### config.mk
export PLATFORM = sky130hd
export DESIGN_NAME = icache_flat
export DESIGN_NICKNAME = d
export VERILOG_FILES = /design/src/common/mem_pkg.sv /design/src/common/cache_pkg.sv /design/src/common/mem_bus_if.sv /design/src/icache/icache.sv /design/src/flat_wrapper.sv
export VERILOG_INCLUDE_DIRS = /design/src /design/src/common
export SDC_FILE = /design/constraint.sdc
export NUM_CORES = 1
export LEC_CHECK = 0
export ABC_AREA = 1
export BUFFER_PORTS_ARGS = -buffer_cell sky130_fd_sc_hd__buf_2
export CAP_MARGIN = 20
export CELL_PAD_IN_SITES_DETAIL_PLACEMENT = 1
export CELL_PAD_IN_SITES_GLOBAL_PLACEMENT = 2
export CORE_ASPECT_RATIO = 2
export CORE_MARGIN = 4
export CORE_UTILIZATION = 35
export CTS_CLUSTER_SIZE = 8
export DETAILED_ROUTE_END_ITERATION = 6
export GPL_ROUTABILITY_DRIVEN = 0
export PLACE_DENSITY = 0.69
export SETUP_SLACK_MARGIN = 0.05
export SYNTH_ARGS = -nofsm -noshare
export SYNTH_HDL_FRONTEND = slang
export SYNTH_SLANG_ARGS = --single-unit
### constraint.sdc
create_clock -name Clk -period 4.98 [get_ports Clk]
set_clock_uncertainty 0.15 [all_clocks]
set_input_delay 0 -clock Clk [delete_from_list [all_inputs] [get_ports Clk]]
set_output_delay 0 -clock Clk [all_outputs]
set_load 0.01 [all_outputs]
### src/common/cache_defines.svh
`ifndef CACHE_DEFINES_SVH
`define CACHE_DEFINES_SVH

// cpu word and cache geometry.
`define WORD_SIZE 16
`define LINE_NUMBER 8
`define LINE_SIZE 4
`define TAG_SIZE 11

// backing memory.
`define MEM_WORDS 1024
`define MEM_LATENCY 4

`endif
### src/common/mem_pkg.sv
`include "cache_defines.svh"

package mem_pkg;

    // word 0 sits in the top bits.
    typedef logic [`LINE_SIZE*`WORD_SIZE-1:0] line_t;

    typedef enum logic [1:0] {
        MEM_IDLE  = 2'd0,
        MEM_READ  = 2'd1,
        MEM_WRITE = 2'd2
    } mem_cmd_e;

endpackage

### src/common/cache_pkg.sv
`include "cache_defines.svh"

package cache_pkg;

    // cpu word address split for lookup.
    typedef struct packed {
        logic [`TAG_SIZE-1:0]             tag;
        logic [$clog2(`LINE_NUMBER)-1:0] index;
        logic [$clog2(`LINE_SIZE)-1:0]   offset;
    } addr_fields_t;

    // whole address for memory, fields for the tag array.
    typedef union packed {
        logic [`WORD_SIZE-1:0] raw;
        addr_fields_t          f;
    } cache_addr_u;

    typedef struct packed {
        logic                 valid;
        logic                 dirty;
        logic [`TAG_SIZE-1:0] tag;
    } line_state_t;

endpackage

### src/common/mem_bus_if.sv
`timescale 1ns/1ns
`include "cache_defines.svh"

interface mem_bus_if;

    mem_pkg::mem_cmd_e     cmd;
    logic [`WORD_SIZE-1:0] addr;
    mem_pkg::line_t        wline;
    mem_pkg::line_t        rline;
    logic                  busy;

    // cmd and addr are held until busy falls.
    modport cache (
        output cmd,
        output addr,
        output wline,
        input  rline,
        input  busy
    );

    modport mem (
        input  cmd,
        input  addr,
        input  wline,
        output rline,
        output busy
    );

endinterface

### src/icache/icache.sv
`timescale 1ns/1ns
`include "cache_defines.svh"

module icache (
    input  logic                  Clk,
    input  logic                  i_arst_n,
    input  logic [`WORD_SIZE-1:0] i_addr,
    input  logic                  i_rd,
    output logic [`WORD_SIZE-1:0] o_inst,
    output logic                  o_busy,
    input  logic                  i_bg,
    mem_bus_if.cache              mem
);

    cache_pkg::cache_addr_u req_a;
    cache_pkg::cache_addr_u line_a;
    cache_pkg::line_state_t state_q [`LINE_NUMBER];
    cache_pkg::line_state_t cur;
    mem_pkg::line_t         lines [`LINE_NUMBER];
    logic                   hit;
    logic                   refilling;
    logic                   start;

    // ~~~~~~~~~~~~~~~~~~~~
    // lookup
    assign req_a.raw = i_addr;
    assign line_a.f  = '{tag: req_a.f.tag, index: req_a.f.index, offset: '0};

    assign cur    = state_q[req_a.f.index];
    assign hit    = cur.valid && (cur.tag == req_a.f.tag);
    assign o_busy = i_rd && !hit;
    assign o_inst = lines[req_a.f.index][(`LINE_SIZE-1-req_a.f.offset)*`WORD_SIZE +: `WORD_SIZE];

    // ~~~~~~~~~~~~~~~~~~~~
    // refill
    assign start     = i_rd && !hit && !refilling && !i_bg;
    assign mem.cmd   = (start || (refilling && mem.busy)) ? mem_pkg::MEM_READ
                                                         : mem_pkg::MEM_IDLE;
    assign mem.addr  = line_a.raw;
    // read only.
    assign mem.wline = '0;

    always_ff @(posedge Clk or negedge i_arst_n) begin
        if (!i_arst_n) begin
            refilling <= 1'b0;
            for (int i = 0; i < `LINE_NUMBER; i++) begin
                state_q[i] <= '0;
            end
        end else if (refilling) begin
            if (!mem.busy) begin
                refilling <= 1'b0;
                state_q[req_a.f.index] <= '{valid: 1'b1, dirty: 1'b0, tag: req_a.f.tag};
            end
        end else if (start) begin
            refilling <= 1'b1;
        end
    end

    always_ff @(posedge Clk) begin
        if (refilling && !mem.busy) begin
            lines[req_a.f.index] <= mem.rline;
        end
    end

    a_no_write: assert property (@(posedge Clk) disable iff (!i_arst_n)
        mem.cmd != mem_pkg::MEM_WRITE);

endmodule

### src/flat_wrapper.sv
// flat-port wrapper written by rule: the top's interface ports become plain ports
module icache_flat 
  (Clk, i_arst_n, i_addr, i_rd, o_inst, o_busy, i_bg, mem_cmd, mem_addr, mem_wline, mem_rline, mem_busy);
  mem_bus_if mem_i ();
  input  logic Clk;
  input  logic i_arst_n;
  input  logic [`WORD_SIZE-1:0] i_addr;
  input  logic i_rd;
  output logic [`WORD_SIZE-1:0] o_inst;
  output logic o_busy;
  input  logic i_bg;
  output wire logic [$bits(mem_i.cmd)-1:0] mem_cmd;
  output wire logic [$bits(mem_i.addr)-1:0] mem_addr;
  output wire logic [$bits(mem_i.wline)-1:0] mem_wline;
  input wire logic [$bits(mem_i.rline)-1:0] mem_rline;
  input wire logic [$bits(mem_i.busy)-1:0] mem_busy;
  assign mem_cmd = mem_i.cmd;
  assign mem_addr = mem_i.addr;
  assign mem_wline = mem_i.wline;
  assign mem_i.rline = mem_rline;
  assign mem_i.busy = mem_busy;
  icache u_core (.Clk(Clk), .i_arst_n(i_arst_n), .i_addr(i_addr), .i_rd(i_rd), .o_inst(o_inst), .o_busy(o_busy), .i_bg(i_bg), .mem(mem_i));
endmodule
==> results of run 1 <==
==> area by class of cell <==
| class | count | area (µm²) | share of cell area [%] |
|---|---|---|---|
| Clock buffer | 115 | 2300 | 7.84 |
| Antenna cell | 3 | 7.51 | 0.0256 |
| Timing Repair Buffer | 238 | 1820 | 6.18 |
| Inverter | 108 | 410 | 1.40 |
| Sequential cell | 609 | 17800 | 60.6 |
| Multi-Input combinational cell | 1296 | 5840 | 19.9 |
| Clock inverter | 5 | 51.3 | 0.175 |
| Tap cell | 910 | 1140 | 3.88 |
==> power groups by stage <==
| stage | clock [mW] | sequential (mW) | combinational [mW] |
|---|---|---|---|
| after floorplan | 0 | 5.97 | 0.677 |
| after global placement | 0 | 5.98 | 1.02 |
| after detailed placement | 0 | 5.99 | 1.04 |
| after CTS | 5.39 | 5.90 | 1.11 |
| after global routing | 5.61 | 5.91 | 1.24 |
| final | 5.26 | 5.90 | 1.08 |
==> registers in the layout, summed over array words and instances, names as in the netlist <==
register and flops:
u_core.lines 512, u_core.refilling 1, u_core.state_q 96
==> metal layers <==
| metal | vias up | GRT usage [%] |
|---|---|---|
| li1 | 7668 | - |
| met1 | 8612 | 23.3 |
| met2 | 390 | 36.2 |
| met3 | 115 | 3.04 |
| met4 | 12 | 5.96 |
| met5 | - | 0 |
==> cell families after synthesis <==
group,after synthesis,synth area share [%]
other,1,0.0150
buffers and inverters,315,6.50
and+or+nand+nor,866,14.1
DFF,609,71.3
AOI/OAI and AO/OA,363,8.07
==> final timing paths <==
path | from | endpoint | slack (ps) | cells after the start
setup / recovery | i_addr[3] | o_inst[0] | 2070 | 8
hold / removal | mem_rline[33] | u_core.lines[2][33] | 30 | 2
setup reg to reg | u_core.refilling | u_core.lines[6][34] | 2390 | 7
hold reg to reg | u_core.state_q[64] | u_core.state_q[64] | 310 | 2
max in group asynchronous | i_arst_n | u_core.state_q[7] | 3670 | 4
min in group asynchronous | i_arst_n | u_core.refilling | 330 | 4
==> through the flow <==
step	setup WS (ps)	instances
CTS	2040	3281
finish	2070	3284
global route	1910	3282
global placement	2070	3079
detailed placement	2050	3079
floorplan	1710	2220
==> cells in the mapped netlist, types with 2 or more instances <==
cell       instances  area share (%)
edfxtp_1         512              62
nand2_1          474             7.1
nor2_1           235             3.5
o21ai_0          190             3.8
nand3_1          105             2.1
inv_1            102             1.5
dfrtp_1           97             9.7
buf_4             91             2.7
a21oi_1           80             1.6
buf_2             70             1.4
clkbuf_1          37            0.56
nand4_1           34            0.85
o21ai_1           30            0.60
o2111ai_1         26            0.91
o211ai_1          16            0.48
a32oi_1            9            0.32
buf_1              8            0.12
nor2_2             8            0.20
inv_2              5           0.075
or2_2              4            0.10
a22oi_1            3           0.090
a31oi_1            3           0.075
nor3_1             3           0.060
o22ai_1            3           0.075
a22o_1             2           0.070
and2_1             2           0.050
==> worst max-delay path, stage by stage <==
cell	delay, ps
buf_2	170
nor2_4	760
buf_4	470
o21ai_0	150
o2111ai_1	190
o21ai_0	230
o21ai_0	520
buf_2	220
==> repair_timing <==
item                                    in CTS  in global routing
hold endpoints to repair                   652                  0
hold buffers                                82                  0
resized for setup                            0                  0
endpoints found under the setup margin       0                  0
==> reports/metrics.cfg, run 1 <==
[pwr]
comb_power_share_pct=8.9
clkPwrFrac_pct=43.0
p_leak_nw=10.8
seqPwrFrac_pct=48.2
power_density_mw_per_mm2=417
swShare_pct=23.8
p_total_mw=12.2
intPower_mw=9.33
ir_drop_uv=217
p_switching_mw=2.91

[clocking]
root_buffer=clkbuf_16
cts.sinks=609
clk_path_buf_depth=3
cts.clk_slew.worst_paths_ps=50
cts_buffers=86
htree_levels=3
postCtsSetupRepairBufs=0
cts_tree=done
worstSkewPairLatency_ps=630

[final_layout]
fin_area_mm2=0.0294
area.growth.synth_to_final_pct=17.7
final_util_pct=41.5
fill_cells=7597
final_nets=2424
layout_common_cells=edfxtp_1 (512), nand2_1 (474), nor2_1 (232)
final_common_cell=edfxtp_1
drive_gt1_share_pct=11.4

[grt]
grt_max_degree=154
grt_pass1_vias=18393
overflow=0
grt_pass1_wl_mm=113
grt_usage_pct=19.6
antenna_found_initial=9

[timing]
rsz0062_at_grt=false
maxSlewViolCount=0
min_period_ps=2910
setup-tns-final_ps=0
holdWs_ps=34.2
worst_pin_slew_ps=957
setup_viol=0
finalCritPeriodShare_pct=58.5
relSlewSlack_pct=36.0
hold_violations=0
fmax_mhz=343

[route]
m1WireLength_mm=29.7
vias=16797
highest_layer=met5
wl_per_cell_um=22.5
route.met2.wl_mm=39.4
drc=0
ant_nets=0
drtPass1Iterations=4
routed_wl_mm=73.9
viasPerCell=5.11
drt_iter0_markers=832
wl_met3_mm=3.04

[placement]
dp_hpwl_mm=43.0
placed_area_mm2=0.0262
portBuffers=116

[floorplanning]
die_h_um=386
io_pins=184
core_mm2=0.0708
die_w_um=197
dieArea_mm2=0.0759
initial_core_util_pct=35.2
row_count=138

[synthesis]
ys_ff_latch=609
synthesis.area_mm2=0.0250
synth_ff_type=edfxtp_1
yosysWarnings=0
syn_area_per_cell_um2=11.6
yosysUniqueCellTypes=31
postSynth.asyncResetShare_pct=15.9
synth_cells=2154
yosysSeqAreaShare_pct=71.3
synth_edf_count=512

[worst_hold_path]
hp-class=in -> reg

[critical_path]
cp_max_fo=26
critPathArrivalTime_ps=2760
path_class=in -> out
startpoint_type=primary input
cp-end-kind=primary output
cp.required_ps=4830

[status]
status=finished, final reports clean

[flow_run]
drv_cap=0

(Power assumes the default switching activity.)
==> inputs of run 2 (changes only) <==
--- a/config.mk
+++ b/config.mk
@@ -6,7 +6,7 @@
 export SDC_FILE = /design/constraint.sdc
 export NUM_CORES = 1
 export LEC_CHECK = 0
-export ABC_AREA = 1
+export ABC_AREA = 0
 export BUFFER_PORTS_ARGS = -buffer_cell sky130_fd_sc_hd__buf_2
 export CAP_MARGIN = 20
 export CELL_PAD_IN_SITES_DETAIL_PLACEMENT = 1
@@ -17,7 +17,7 @@
 export CTS_CLUSTER_SIZE = 8
 export DETAILED_ROUTE_END_ITERATION = 6
 export GPL_ROUTABILITY_DRIVEN = 0
-export PLACE_DENSITY = 0.69
+export PLACE_DENSITY = 0.61
 export SETUP_SLACK_MARGIN = 0.05
 export SYNTH_ARGS = -nofsm -noshare
 export SYNTH_HDL_FRONTEND = slang
==> constraint.sdc (replaced) <==
create_clock -name Clk -period 2.9 [get_ports Clk]
set_clock_uncertainty 0.15 [all_clocks]
set_input_delay 0 -clock Clk [delete_from_list [all_inputs] [get_ports Clk]]
set_output_delay 0 -clock Clk [all_outputs]
set_load 0.01 [all_outputs]
==> run 2 against run 1 <==
  * Clock power up 69%
  * Sequential power up 73%
  * Flip-flop and latch count unchanged
  * Global-route usage down 3.3 points
  * Non-clock buffer count up 8
==> reports/metrics.cfg, run 2 <==
[synthesis]
yosysUniqueCellTypes=31  ; unchanged
synth.most_common_cell=edfxtp_1  ; unchanged
synth_edf_count=512  ; unchanged
synth_top_family_by_area=multiplexers  ; was simple AND/OR/NAND/NOR gates
yosys.area.top_type_share_pct=62.8  ; was 61.6%
postSynth.asyncResetShare_pct=15.9  ; unchanged
synth_compound_area_share_pct=0.424  ; was 8.07%
ys_ff_latch=609  ; unchanged
synth.mux.area_fraction_pct=21.9  ; was 0%
syn_area_per_cell_um2=21.8  ; was 11.6 µm²
synthesis.area_mm2=0.0245  ; was 0.0250 mm²
yosysSeqAreaShare_pct=72.7  ; was 71.3%
synth_area_leaders=edfxtp_1 (63%), mux4_2 (16%), dfrtp_1 (9.9%)  ; was edfxtp_1 (62%), dfrtp_1 (9.7%), nand2_1 (7.1%)
synth_ff_type=edfxtp_1  ; unchanged
synth-simple-area-share_pct=0.740  ; was 14.1%
synthXorXnorAreaFrac_pct=0.357  ; was 0%
synth_cells=1122  ; was 2,154
yosysTopAreaCell=edfxtp_1  ; unchanged
yosysWarnings=0  ; unchanged
synth_common_cells=edfxtp_1 (512), mux4_2 (174), dfrtp_1 (97)  ; was edfxtp_1 (512), nand2_1 (474), nor2_1 (235)
yosys.area_share.adder_pct=0  ; unchanged

[timing]
worst_pin_slew_ps=523  ; was 957 ps
setup-tns-final_ps=0  ; unchanged
maxSlewViolCount=0  ; unchanged
rsz0062_at_grt=true  ; was false
fin_ws_ps=87.1  ; was 2070 ps
finalCritPeriodShare_pct=97.0
fmax_mhz=356
hold_violations=0  ; unchanged
relSlewSlack_pct=65.1  ; was 36.0%
min_period_ps=2810
setup_viol=0  ; unchanged

[critical_path]
worstPathBufferInverterCount=2  ; was 3
cp_max_fo=3  ; was 26
startpoint_type=register  ; was primary input
cp_slowest_cell=mux4_2  ; was nor2_4
cp-end-kind=primary output  ; unchanged
path_class=reg -> out  ; was in -> out
cp.required_ps=2750  ; was 4830 ps
critPathArrivalTime_ps=2660  ; was 2760 ps
worstPathCellList=mux4_2 -> mux2i_1 -> xor2_1 -> o2111ai_2 -> nor3_2 -> buf_4 -> o21ai_2 -> buf_2  ; was buf_2 -> nor2_4 -> buf_4 -> o21ai_0 -> o2111ai_1 -> o21ai_0 -> o21ai_0 -> buf_2
slowest_delay_ps=470  ; was 760 ps
critical-path-top-delay-family=multiplexers  ; was compound AO/OA/AOI/OAI gates

[route]
wl_met3_mm=2.74  ; was 3.04 mm
vias=11666  ; was 16,797
highest_layer=met5  ; unchanged
drc=0  ; unchanged
wl_per_cell_um=26.1  ; was 22.5 µm
drt_iter0_markers=733  ; was 832
drtPass1Iterations=5  ; was 4
ant_nets=0  ; unchanged
m1WireLength_mm=23.3  ; was 29.7 mm
route.met2.wl_mm=32.9  ; was 39.4 mm
routed_wl_mm=60.3  ; was 73.9 mm
viasPerCell=5.04  ; was 5.11

[pwr]
p_leak_nw=10.2  ; was 10.8 nW
power_density_mw_per_mm2=708  ; was 417 mW/mm²
ir_drop_uv=431  ; was 217 µV

[clocking]
cts.sinks=609  ; unchanged
root_buffer=clkbuf_16  ; unchanged
worstSkewPairLatency_ps=600  ; was 630 ps
cts_buffers=86  ; unchanged
cts.clk_slew.worst_paths_ps=50  ; about the same
clk_path_buf_depth=3  ; unchanged
htree_levels=3  ; unchanged
cts_tree=done  ; unchanged

[status]
status=finished, final reports clean  ; unchanged

[floorplanning]
row_count=137  ; was 138
die_w_um=195  ; was 197 µm
core_mm2=0.0696  ; was 0.0708 mm²
initial_core_util_pct=35.2  ; about the same
dieArea_mm2=0.0746  ; was 0.0759 mm²
io_pins=184  ; unchanged
die_h_um=382  ; was 386 µm

[final_layout]
top_regs=u_core.lines (512), u_core.state_q (96), u_core.refilling (1)  ; unchanged
top_register=u_core.lines  ; unchanged
fill_cells=6613  ; was 7,597
multi_input_area_mm2=0.00603  ; was 0.00584 mm²
largest_reg_flops=512  ; unchanged
drive_gt1_share_pct=38.7  ; was 11.4%
final_common_cell=edfxtp_1  ; unchanged
final_nets=1461  ; was 2,424
layout_common_cells=edfxtp_1 (512), mux4_2 (174), buf_2 (112)  ; was edfxtp_1 (512), nand2_1 (474), nor2_1 (232)
register_area_mm2=0.0178  ; unchanged
area.growth.synth_to_final_pct=20.0  ; was 17.7%

[placement]
dp_hpwl_mm=36.9  ; was 43.0 mm
portBuffers=116  ; unchanged
dpl_worst_slack_ps=289  ; was 2050 ps

[grt]
grt_max_degree=66  ; was 154
overflow=0  ; unchanged
grt_usage_pct=16.2  ; was 19.6%
grt_pass1_wl_mm=89.8  ; was 113 mm
antenna_found_initial=6  ; was 9
grt_pass1_vias=13389  ; was 18,393

[worst_hold_path]
hp-class=in -> reg  ; unchanged

[flow_run]
drv_cap=0  ; unchanged

## run 2: changes by cell type after synthesis, moves of 94 or more
cell     delta
mux2_2     +94
mux4_2    +174
nand2_1   -465
nor2_1    -231
o21ai_0   -190
inv_1      -98
nand3_1   -105
## run 2: cell type report
cell class,count,share of cell area [%]
inverter,4,0.102
timing repair buffer,246,6.97
tap,903,3.84
clock inverter,5,0.174
multi-input combinational,429,20.5
sequential,609,60.5
antenna,3,0.0255
clock buffer,114,7.82
## run 2: power by group
group / switching (mW) / leakage [nW] / internal [mW]
Sequential: 0.204 / 5.83 / 9.95
Combinational: 0.850 / 3.20 / 0.907
Clock: 3.47 / 1.14 / 5.44
## run 2: through the flow
stage / area, µm² / hold slack [ps] / utilization, % / total power [mW] / instances
floorplan: 24800 / -446 / - / 11.4 / 1188
global placement: 26200 / -101 / 37.6 / 11.9 / 2110
detailed placement: 26200 / -95.4 / 37.6 / 12.0 / 2110
CTS: 29400 / 37.0 / 42.2 / 21.1 / 2311
global route: 29400 / 72.9 / 42.2 / 21.7 / 2311
finish: 29400 / 63.6 / 42.2 / 20.8 / 2313
## run 2: cell families after synthesis
family / after synthesis
flops: 609
simple gates: 34
buf+inv: 150
other cells: 1
xor+xnor: 10
mux: 304
compound gates: 14
## run 2: worst reg2reg max path: stages (launching register included)
cell and delay (ps):
dfrtp_1 430, nand3b_1 330, nor3b_2 440, buf_12 330
buf_12 260
## run 2: final timing paths
kind	from	cells past startpoint	end	slack, ps
hold / removal	mem_rline[55]	2	u_core.lines[4][55]	60
min in group asynchronous	i_arst_n	4	u_core.state_q[8]	370
max in group asynchronous	i_arst_n	4	u_core.state_q[46]	1930
setup reg to reg	u_core.refilling	4	u_core.lines[3][19]	620
setup / recovery	u_core.state_q[28]	8	mem_cmd[0]	90
hold reg to reg	u_core.state_q[90]	1	u_core.state_q[90]	310
## run 2: metal layers
metal  up-vias  track usage, %
met1      6333            19.5
li1       4932               -
met4         6            4.84
met3        80            3.05
met5         -               0
met2       315            29.6
## run 2: what timing repair did
action,CTS,global route
endpoints found under the setup margin,2,3
gates resized for setup,3,2
endpoints found under the hold margin,702,0
setup buffers,0,0
hold buffers,82,0
