==> src/common/cache_defines.svh <==
`ifndef CACHE_DEFINES_SVH
`define CACHE_DEFINES_SVH

// cpu word and cache geometry.
`define WORD_SIZE 16
`define LINE_NUMBER 8
`define LINE_SIZE 4
`define TAG_SIZE 11

// backing memory.
`define MEM_WORDS 1024
`define MEM_LATENCY 4

`endif
==> src/common/mem_pkg.sv <==
`include "cache_defines.svh"

package mem_pkg;

    // word 0 sits in the top bits.
    typedef logic [`LINE_SIZE*`WORD_SIZE-1:0] line_t;

    typedef enum logic [1:0] {
        MEM_IDLE  = 2'd0,
        MEM_READ  = 2'd1,
        MEM_WRITE = 2'd2
    } mem_cmd_e;

endpackage

==> src/common/cache_pkg.sv <==
`include "cache_defines.svh"

package cache_pkg;

    // cpu word address split for lookup.
    typedef struct packed {
        logic [`TAG_SIZE-1:0]             tag;
        logic [$clog2(`LINE_NUMBER)-1:0] index;
        logic [$clog2(`LINE_SIZE)-1:0]   offset;
    } addr_fields_t;

    // whole address for memory, fields for the tag array.
    typedef union packed {
        logic [`WORD_SIZE-1:0] raw;
        addr_fields_t          f;
    } cache_addr_u;

    typedef struct packed {
        logic                 valid;
        logic                 dirty;
        logic [`TAG_SIZE-1:0] tag;
    } line_state_t;

endpackage

==> src/common/mem_bus_if.sv <==
`timescale 1ns/1ns
`include "cache_defines.svh"

interface mem_bus_if;

    mem_pkg::mem_cmd_e     cmd;
    logic [`WORD_SIZE-1:0] addr;
    mem_pkg::line_t        wline;
    mem_pkg::line_t        rline;
    logic                  busy;

    // cmd and addr are held until busy falls.
    modport cache (
        output cmd,
        output addr,
        output wline,
        input  rline,
        input  busy
    );

    modport mem (
        input  cmd,
        input  addr,
        input  wline,
        output rline,
        output busy
    );

endinterface

==> src/dcache/dcache.sv <==
`timescale 1ns/1ns
`include "cache_defines.svh"

module dcache (
    input  logic                  Clk,
    input  logic                  i_arst_n,
    input  logic [`WORD_SIZE-1:0] i_addr,
    input  logic                  i_rd,
    input  logic                  i_wr,
    input  logic [`WORD_SIZE-1:0] i_wdata,
    output logic [`WORD_SIZE-1:0] o_rdata,
    output logic                  o_busy,
    input  logic                  i_bg,
    mem_bus_if.cache              mem
);

    typedef enum logic [1:0] {
        S_LOOKUP,
        S_WRITEBACK,
        S_REFILL
    } dstate_e;

    dstate_e                state;
    cache_pkg::cache_addr_u req_a;
    cache_pkg::cache_addr_u line_a;
    cache_pkg::cache_addr_u victim_a;
    cache_pkg::line_state_t state_q [`LINE_NUMBER];
    cache_pkg::line_state_t cur;
    mem_pkg::line_t         lines [`LINE_NUMBER];
    logic                   req;
    logic                   hit;
    logic                   dirty_victim;
    logic                   wr_hit;
    logic                   mem_done;

    // ~~~~~~~~~~~~~~~~~~~~
    // lookup
    assign req_a.raw  = i_addr;
    assign line_a.f   = '{tag: req_a.f.tag, index: req_a.f.index, offset: '0};
    assign cur        = state_q[req_a.f.index];
    // victim goes back to its own tag's line.
    assign victim_a.f = '{tag: cur.tag, index: req_a.f.index, offset: '0};

    assign req          = i_rd || i_wr;
    assign hit          = (state == S_LOOKUP) && cur.valid && (cur.tag == req_a.f.tag);
    assign dirty_victim = cur.valid && cur.dirty;
    assign wr_hit       = i_wr && hit;
    assign mem_done     = (state != S_LOOKUP) && !mem.busy;

    assign o_busy  = req && !hit;
    assign o_rdata = lines[req_a.f.index][(`LINE_SIZE-1-req_a.f.offset)*`WORD_SIZE +: `WORD_SIZE];

    // ~~~~~~~~~~~~~~~~~~~~
    // memory requests
    // cmd drops to idle in the cycle busy falls.
    always_comb begin
        mem.cmd   = mem_pkg::MEM_IDLE;
        mem.addr  = line_a.raw;
        mem.wline = lines[req_a.f.index];
        case (state)
            S_LOOKUP: begin
                if (req && !hit && !i_bg) begin
                    if (dirty_victim) begin
                        mem.cmd  = mem_pkg::MEM_WRITE;
                        mem.addr = victim_a.raw;
                    end else begin
                        mem.cmd = mem_pkg::MEM_READ;
                    end
                end
            end
            S_WRITEBACK: begin
                mem.addr = victim_a.raw;
                if (mem.busy) begin
                    mem.cmd = mem_pkg::MEM_WRITE;
                end
            end
            default: begin
                if (mem.busy) begin
                    mem.cmd = mem_pkg::MEM_READ;
                end
            end
        endcase
    end

    // ~~~~~~~~~~~~~~~~~~~~
    // controller
    always_ff @(posedge Clk or negedge i_arst_n) begin
        if (!i_arst_n) begin
            state <= S_LOOKUP;
            for (int i = 0; i < `LINE_NUMBER; i++) begin
                state_q[i] <= '0;
            end
        end else begin
            case (state)
                S_LOOKUP: begin
                    if (wr_hit) begin
                        state_q[req_a.f.index].dirty <= 1'b1;
                    end else if (req && !hit && !i_bg) begin
                        state <= dirty_victim ? S_WRITEBACK : S_REFILL;
                    end
                end
                S_WRITEBACK: begin
                    // line is clean now, lookup then issues the refill.
                    if (mem_done) begin
                        state_q[req_a.f.index].dirty <= 1'b0;
                        state                        <= S_LOOKUP;
                    end
                end
                default: begin
                    if (mem_done) begin
                        state_q[req_a.f.index] <= '{valid: 1'b1, dirty: 1'b0, tag: req_a.f.tag};
                        state                  <= S_LOOKUP;
                    end
                end
            endcase
        end
    end

    // line data.
    always_ff @(posedge Clk) begin
        if (state == S_REFILL && mem_done) begin
            lines[req_a.f.index] <= mem.rline;
        end else if (wr_hit) begin
            lines[req_a.f.index][(`LINE_SIZE-1-req_a.f.offset)*`WORD_SIZE +: `WORD_SIZE]
                <= i_wdata;
        end
    end

    a_rd_wr_excl: assert property (@(posedge Clk) disable iff (!i_arst_n)
        !(i_rd && i_wr));

    // memory relies on cmd and addr being held for the whole transfer.
    a_cmd_stable: assert property (@(posedge Clk) disable iff (!i_arst_n)
        mem.busy |-> $stable(mem.cmd) && $stable(mem.addr));

endmodule

==> src/flat_wrapper.sv <==
// flat-port wrapper written by rule: the top's interface ports become plain ports
module dcache_flat 
  (Clk, i_arst_n, i_addr, i_rd, i_wr, i_wdata, o_rdata, o_busy, i_bg, mem_cmd, mem_addr, mem_wline, mem_rline, mem_busy);
  mem_bus_if mem_i ();
  input  logic Clk;
  input  logic i_arst_n;
  input  logic [`WORD_SIZE-1:0] i_addr;
  input  logic i_rd;
  input  logic i_wr;
  input  logic [`WORD_SIZE-1:0] i_wdata;
  output logic [`WORD_SIZE-1:0] o_rdata;
  output logic o_busy;
  input  logic i_bg;
  output wire logic [$bits(mem_i.cmd)-1:0] mem_cmd;
  output wire logic [$bits(mem_i.addr)-1:0] mem_addr;
  output wire logic [$bits(mem_i.wline)-1:0] mem_wline;
  input wire logic [$bits(mem_i.rline)-1:0] mem_rline;
  input wire logic [$bits(mem_i.busy)-1:0] mem_busy;
  assign mem_cmd = mem_i.cmd;
  assign mem_addr = mem_i.addr;
  assign mem_wline = mem_i.wline;
  assign mem_i.rline = mem_rline;
  assign mem_i.busy = mem_busy;
  dcache u_core (.Clk(Clk), .i_arst_n(i_arst_n), .i_addr(i_addr), .i_rd(i_rd), .i_wr(i_wr), .i_wdata(i_wdata), .o_rdata(o_rdata), .o_busy(o_busy), .i_bg(i_bg), .mem(mem_i));
endmodule
==> config.mk <==
export PLATFORM = sky130hd
export DESIGN_NAME = dcache_flat
export DESIGN_NICKNAME = d
export VERILOG_FILES = /design/src/common/mem_pkg.sv /design/src/common/cache_pkg.sv /design/src/common/mem_bus_if.sv /design/src/dcache/dcache.sv /design/src/flat_wrapper.sv
export VERILOG_INCLUDE_DIRS = /design/src /design/src/common
export SDC_FILE = /design/constraint.sdc
export NUM_CORES = 1
export LEC_CHECK = 0
export BUFFER_PORTS_ARGS = -buffer_cell sky130_fd_sc_hd__buf_2
export CAP_MARGIN = 20
export CORE_ASPECT_RATIO = 1.4
export CORE_UTILIZATION = 40
export CTS_BUF_LIST = sky130_fd_sc_hd__clkbuf_2 sky130_fd_sc_hd__clkbuf_4 sky130_fd_sc_hd__clkbuf_8
export DETAILED_ROUTE_END_ITERATION = 8
export PLACE_DENSITY_LB_ADDON = 0.05
export SYNTH_ARGS = -nofsm -noshare
export SYNTH_HDL_FRONTEND = slang
export SYNTH_SLANG_ARGS = --single-unit
export TNS_END_PERCENT = 100
==> constraint.sdc <==
create_clock -name Clk -period 4.4 [get_ports Clk]
set_input_delay 0.66 -clock Clk [delete_from_list [all_inputs] [get_ports Clk]]
set_output_delay 0.66 -clock Clk [all_outputs]
set_load 0.02 [all_outputs]
==> impl_results.md, run 1 <==
- Status: complete, no violations
- Worst Reg-to-Reg Cells: 9
- Crit path top cell by count: buf_4
- Setup crit start kind: input pin
- Buf/Inv on CP: 5
- Kind of cell adding the most delay to the critical path: buffers and inverters
- GR Util All Layers: 0.2723
- Top post-synthesis cells by area: edfxtp_1 60%, dfrtp_1 10%, a22oi_1 4.8%
- Endpoints failing setup: 0
- Power per standard cell area: 444.8 nW/um^2
- Share of synthesized registers carrying an async set or reset: 0.1715
- Sequential cell area fraction in the yosys report: 0.7063
- Post-synthesis instance total: 1732
- Clock power share: 0.359
- Yosys reg bits: 618
- Placed Area: 28510 um^2
- CTS root buffer: clkbuf_8
- Reg2reg end: u_core.lines[5][61]
- HPWL after DPL: 57.61 mm
- Area grow syn2layout: 19.36%
- TNS Setup: 0 ns
- Synth Flop Type: edfxtp_1
- Final Routed Wirelength: 87.79 mm
- CTS Buf Count: 98
- Reg power frac: 0.511
- Routed wire per std cell: 29.81 um
- Pre-CTS WS: -0.02852 ns
- DR vias/cell: 5.709
- Syn avg cell area: 14.74 um^2
- CP max FO: 32
- Input/output buffers: 198
- Worst Setup Slack, final: 0.1367 ns
- Antenna violations before repair: 2
- Critical path class: input pin to primary output
- Fin. Hold Viols: 0
- Crit-path slowest cell: mux4_2
- Max-cap violations: 0
- Vias in the first global route: 16970
- Hold_sp: i_addr[6]
- EDFF count, synth: 512
- Clk slew on worst S/H paths: 0.05 ns
- Switching share of power: 0.2691
- Initial DRT Pass Iterations: 5
- Setup bufs post-CTS: 0
- WP data required: 3.74 ns
- Final Cell Area: 30460 um^2
- RSZ-0062 raised after global routing: no
- First-pass GRT wire length: 124.5 mm
- Io pins: 201
- Top cell type's share of synthesized area: 0.6024
- Die X-Extent: 215.5 um
- Layout Nets: 2140
- R2r setup slk: 0.78 ns
- Placed insts: 2764
- Total gr overflow: 0
- H-tree depth: 3
- Number of clock sinks: 618
- Standard-cell rows: 109
- Rel. slew slack: 0.2570
- Period utilization: 0.9689
- Sw power: 0.003646 W
- Die area: 64840 um^2
- Combinational power share: 0.131
- Largest net degree at the start of global routing: 49
- Vias: 16810
- Leakage power: 11.48 nW
- Slew at the pin with the worst max-slew slack: 1.112 ns
- Max-slew violations: 0
- Initial Utilization: 0.4042
- Cell count of the worst hold path: 2
- CTS tree: done
- Proportion of layout cells with a drive suffix above 1: 0.2756
- Mapped Area: 25520 um^2
- DRC viols: 0
- WP data arrival: 3.60 ns
- Fmax: 234.6 MHz
- Final Instance Count excl. Fillers: 2945
- Post-synth top cells: 512 x edfxtp_1, 175 x nand2_1, 162 x a22oi_1
- Clk_lat worst skew: 0.72 ns
- Post-synth cell types: 64
- Clock buffer depth: 3
- Most common cell in the netlist: edfxtp_1
- Iter 0 DRT Violations: 1594
- Minimum clock period: 4.263 ns
- Core Area: 63140 um^2
- Number of routed nets with antenna violations: 0
- Max incr delay on CP: 0.57 ns
- Die Y: 300.9 um
- Routability cong.: 0.8726
- Critical Path, Cell by Cell: buf_4 -> buf_4 -> buf_4 -> buf_4 -> mux2i_1 -> o21ai_0 -> a221oi_1 -> o21ai_0 -> mux4_2 -> buf_2
- Worst hold-check path type: input pin to flip-flop
- CP endpoint kind: primary output
- P_int: 0.009904 W
- Maximum VDD drop: 219.7 uV
- Top cell type by total area after synthesis: edfxtp_1
- Clock skew: 0.03950 ns
- Yosys warns: 0
-- worst max path at each step --
stage,from,end,slack (ns),cells past startpoint
6_report,i_addr[4],o_rdata[13],0.14,10
3_5_place_dp,i_addr[3],u_core.lines[5][57],-0.03,11
2_1_floorplan,i_addr[3],u_core.lines[0][32],0.38,12
3_3_place_gp,i_addr[3],u_core.lines[5][61],0.04,11
4_1_cts,i_addr[3],mem_addr[6],0.15,10
5_1_grt,i_addr[4],o_rdata[13],0.07,10
-- layer usage --
| metal | vias up | routed length (um) | track usage |
|---|---|---|---|
| met5 | - | 13 | 0 |
| met1 | 8673 | 35170 | 0.3426 |
| met3 | 112 | 5161 | 0.04343 |
| li1 | 7358 | - | - |
| met4 | 2 | 1985 | 0.08156 |
| met2 | 669 | 45450 | 0.4814 |
-- power groups by stage --
| stage | clock network (W) | logic, W | registers, W |
|---|---|---|---|
| 2_1_floorplan | 0 | 0.00103 | 0.00696 |
| 4_1_cts | 0.00496 | 0.00179 | 0.00692 |
| 3_5_place_dp | 0 | 0.00178 | 0.00703 |
| 6_report | 0.00486 | 0.00177 | 0.00692 |
| 3_3_place_gp | 0 | 0.00176 | 0.00702 |
| 5_1_grt | 0.00520 | 0.00190 | 0.00695 |
-- final cells by class --
class | instances | area, um^2
inverter | 69 | 259.0
tap | 832 | 1041
fill | 5560 | 32680
clock buffer | 136 | 1678
multi-input combinational | 926 | 6833
antenna | 1 | 2.502
clock inverter | 43 | 256.5
sequential | 618 | 18030
timing repair buffer | 320 | 2367
-- repair_timing --
action / in CTS / in global routing
hold buffers: 1 / 0
hold endpoints to repair: 46 / 0
setup endpoints to repair: 0 / 6
resized for setup: 0 / 1
-- logic make-up (layout without fill, tap and decap cells) --
kind of cell,after synthesis,after routing,share of synthesized area
flip-flops,618,618,0.7063
AO/OA/AOI/OAI,426,426,0.1148
AND/OR/NAND/NOR,327,327,0.06192
buffers and inverters,189,568,0.03324
multiplexers,157,157,0.07804
XOR/XNOR,9,9,0.003089
adder cells (fa/ha/maj),5,5,0.002451
other,1,3,0.0001469
-- layout by cell type (no fill, tap or decap), drive strengths merged, types with 2 or more instances in the layout --
cell type  Yosys  layout
xor2           8       8
a222oi         3       3
nand2        175     175
nor2b          6       6
dfrtp        106     106
nor2          19      19
nand3b        10      10
a31oi          2       2
and3           2       2
o211ai         4       4
clkinv         1      38
a221oi        42      42
o21ai        115     115
nand3         45      45
clkbuf        68     137
mux2i        104     104
a22o          37      37
nand4         20      20
edfxtp       512     512
conb           1       2
a21oi         42      42
a22oi        162     162
nand2b        14      14
nor3          13      13
buf           52     318
mux4          29      29
nor3b          5       5
o221ai         6       6
ha             5       5
inv           68      72
mux2          24      24
or3            3       3
a211oi         2       2
and2           7       7
-- metrics by stage --
| stage | power, W | hold slack, ns | util |
|---|---|---|---|
| floorplan | 0.007986 | 0.3644 | - |
| global placement | 0.008783 | 0.4493 | 0.4516 |
| detailed placement | 0.008812 | 0.4541 | 0.4516 |
| CTS | 0.01366 | 0.2457 | 0.4824 |
| global route | 0.01406 | 0.2723 | 0.4825 |
| finish | 0.01355 | 0.2874 | 0.4825 |
Note: power is estimated with default switching activity, not from simulation.
==> run 2: changes to the inputs <==
==> constraint.sdc (replaced) <==
create_clock -name Clk -period 4.4 [get_ports Clk]
set_input_delay 0.66 -clock Clk [delete_from_list [all_inputs] [get_ports Clk]]
set_output_delay 0.66 -clock Clk [all_outputs]
set_load 0.1 [all_outputs]
==> impl_results.md, run 2 (synthesized netlist as in run 1, its figures left out) <==
- Final Routed Wirelength: 87.81 mm (about the same)
- Total gr overflow: 0 (unchanged)
- Antenna violations before repair: 2 (unchanged)
- Setup crit start kind: input pin
- Max-slew violations: 0 (unchanged)
- Maximum VDD drop: 223.0 uV (+1.5%)
- CTS Hold Bufs: 0 (-1)
- Max-cap violations: 0 (unchanged)
- Fin. Hold Viols: 0 (unchanged)
- Fmax: 239.8 MHz (+2.3%)
- Vias: 17060 (+1.5%)
- Worst Reg-to-Reg Cells: 9 (unchanged)
- Critical path class: input pin to primary output
- RSZ-0062 raised after global routing: no
- Io pins: 201 (unchanged)
- Initial DRT Pass Iterations: 5 (unchanged)
- Leakage power: 12.16 nW (+6.0%)
- CP endpoint kind: primary output
- Tot Pwr: 0.01445 W (+6.7%)
- TNS Setup: 0 ns (unchanged)
- Most frequent cells in the layout: 512 x edfxtp_1, 175 x nand2_1, 131 x buf_4
- Die Y: 300.9 um (unchanged)
- Layout Nets: 2183 (+2.0%)
- Clk slew on worst S/H paths: 0.06 ns (about the same)
- Die area: 64840 um^2 (unchanged)
- Routability cong.: 0.8358 (-4.2%)
- Clock buffer depth: 3 (unchanged)
- Switching share of power: 0.2959 (+0.02677)
- Fillers: 5469 (-1.6%)
- Number of clock sinks: 618 (unchanged)
- DRC viols: 0 (unchanged)
- Status: complete, no violations
- GR Util All Layers: 0.2733 (+0.001011)
- Reg power frac: 0.478 (-0.033)
- Standard-cell rows: 109 (unchanged)
- Rel. slew slack: 0.3264 (+0.06946)
- DR vias/cell: 5.713 (about the same)
- Vias in the first global route: 17260 (+1.7%)
- Die X-Extent: 215.5 um (unchanged)
- Clock skew: 0.02694 ns (-0.01256 ns)
- Routed wire per std cell: 29.40 um (-1.4%)
- Slew at the pin with the worst max-slew slack: 1.010 ns (-0.1015 ns)
- CP max FO: 30 (-6.3%)
- Number of routed nets with antenna violations: 0 (unchanged)
- CTS root buffer: clkbuf_8
- Final hold slack: 0.1192 ns (-0.1683 ns)
- Power per standard cell area: 447.3 nW/um^2 (+0.55%)
- Multi-input logic area: 7122 um^2 (+4.2%)
- Placed insts: 2808 (+1.6%)
- Worst hold-check path type: input pin to asynchronous set/reset pin
- Most common cell after layout, fill and taps aside: edfxtp_1
- Endpoints failing setup: 0 (unchanged)
- Input/output buffers: 198 (unchanged)
- WP data arrival: 3.51 ns (-0.09 ns)
- Post-route core utilization: 0.5117 (+0.02929)
- Largest net degree at the start of global routing: 74 (+51%)
- Setup bufs post-CTS: 0 (unchanged)
- Final Instance Count excl. Fillers: 2987 (+1.4%)
- Proportion of layout cells with a drive suffix above 1: 0.3148 (+0.03920)
- WP data required: 3.74 ns (about the same)
- H-tree depth: 3 (unchanged)
- HPWL after DPL: 59.46 mm (+3.2%)
- Period utilization: 0.9476 (-0.02133)
- Core Area: 63140 um^2 (unchanged)
- FF+latch area: 18030 um^2 (unchanged)
- Iter 0 DRT Violations: 1467 (-8.0%)
- Minimum clock period: 4.170 ns (-0.09383 ns)
- Combinational power share: 0.195 (+0.064)
- Reg2reg end: u_core.lines[7][41]
- Area grow syn2layout: 26.60%
- R2r setup slk: 0.98 ns (+0.20 ns)
- Post-CTS Resized: 0 (unchanged)
- Initial Utilization: 0.4042 (unchanged)
- First-pass GRT wire length: 126.0 mm (+1.1%)
- Clock power share: 0.327 (-0.032)
- Sw power: 0.004276 W (+17%)
- CTS Buf Count: 98 (unchanged)
- CTS tree: done
- Clk_lat worst skew: 0.70 ns (-0.02 ns)
- P_int: 0.01018 W (+2.7%)
-- run 2: per-stage QoR --
step	setup slack (ns)	cell area, um^2
after global routing	0.001846	32310
after floorplan	-0.3932	26110
final	0.2305	32310
after CTS	0.1515	32310
after detailed placement	0.07612	30430
after global placement	0.1962	30430
-- run 2: power groups by stage --
stage / Combinational (W) / Sequential [W] / Clock (W)
after floorplan: 0.00171 / 0.00696 / 0
after global placement: 0.00281 / 0.00701 / 0
after detailed placement: 0.00283 / 0.00702 / 0
after CTS: 0.00284 / 0.00690 / 0.00482
after global routing: 0.00296 / 0.00694 / 0.00506
final: 0.00282 / 0.00691 / 0.00473
-- run 2: critical path: stages --
cell      delay (ns)
buf_4           0.43
buf_4           0.36
mux4_1          0.31
o21ai_0         0.35
xor2_1          0.24
and4b_1         0.26
a211oi_2        0.07
buf_4           0.20
o311ai_2        0.35
buf_12          0.22
-- run 2: area by class of cell --
| type | count | share of cell area |
|---|---|---|
| well taps | 832 | 0.03222 |
| flip-flops and latches | 618 | 0.5579 |
| clock buffers | 141 | 0.05270 |
| clock inverters | 37 | 0.005576 |
| diodes | 1 | 0.00007744 |
| inverters | 69 | 0.008015 |
| multi-input cells | 926 | 0.2204 |
| repair buffers | 363 | 0.1231 |
-- run 2: how the worst max path moves through the flow --
| stage | endpoint | slack [ns] | from | cells after the start |
|---|---|---|---|---|
| floorplan | o_rdata[7] | -0.39 | i_addr[4] | 10 |
| global placement | mem_addr[8] | 0.20 | i_addr[3] | 9 |
| detailed placement | u_core.lines[7][31] | 0.08 | i_addr[3] | 10 |
| CTS | mem_addr[6] | 0.15 | i_addr[3] | 10 |
| global route | mem_addr[6] | 0.002 | i_addr[4] | 10 |
| finish | mem_addr[6] | 0.23 | i_addr[4] | 10 |
-- run 2: routing by layer --
metal,share of wire,GRT usage,vias up
met5,0.00020,0,-
met1,0.41,0.3518,8856
met4,0.023,0.08190,2
met2,0.51,0.4754,667
li1,-,-,7435
met3,0.056,0.04192,104
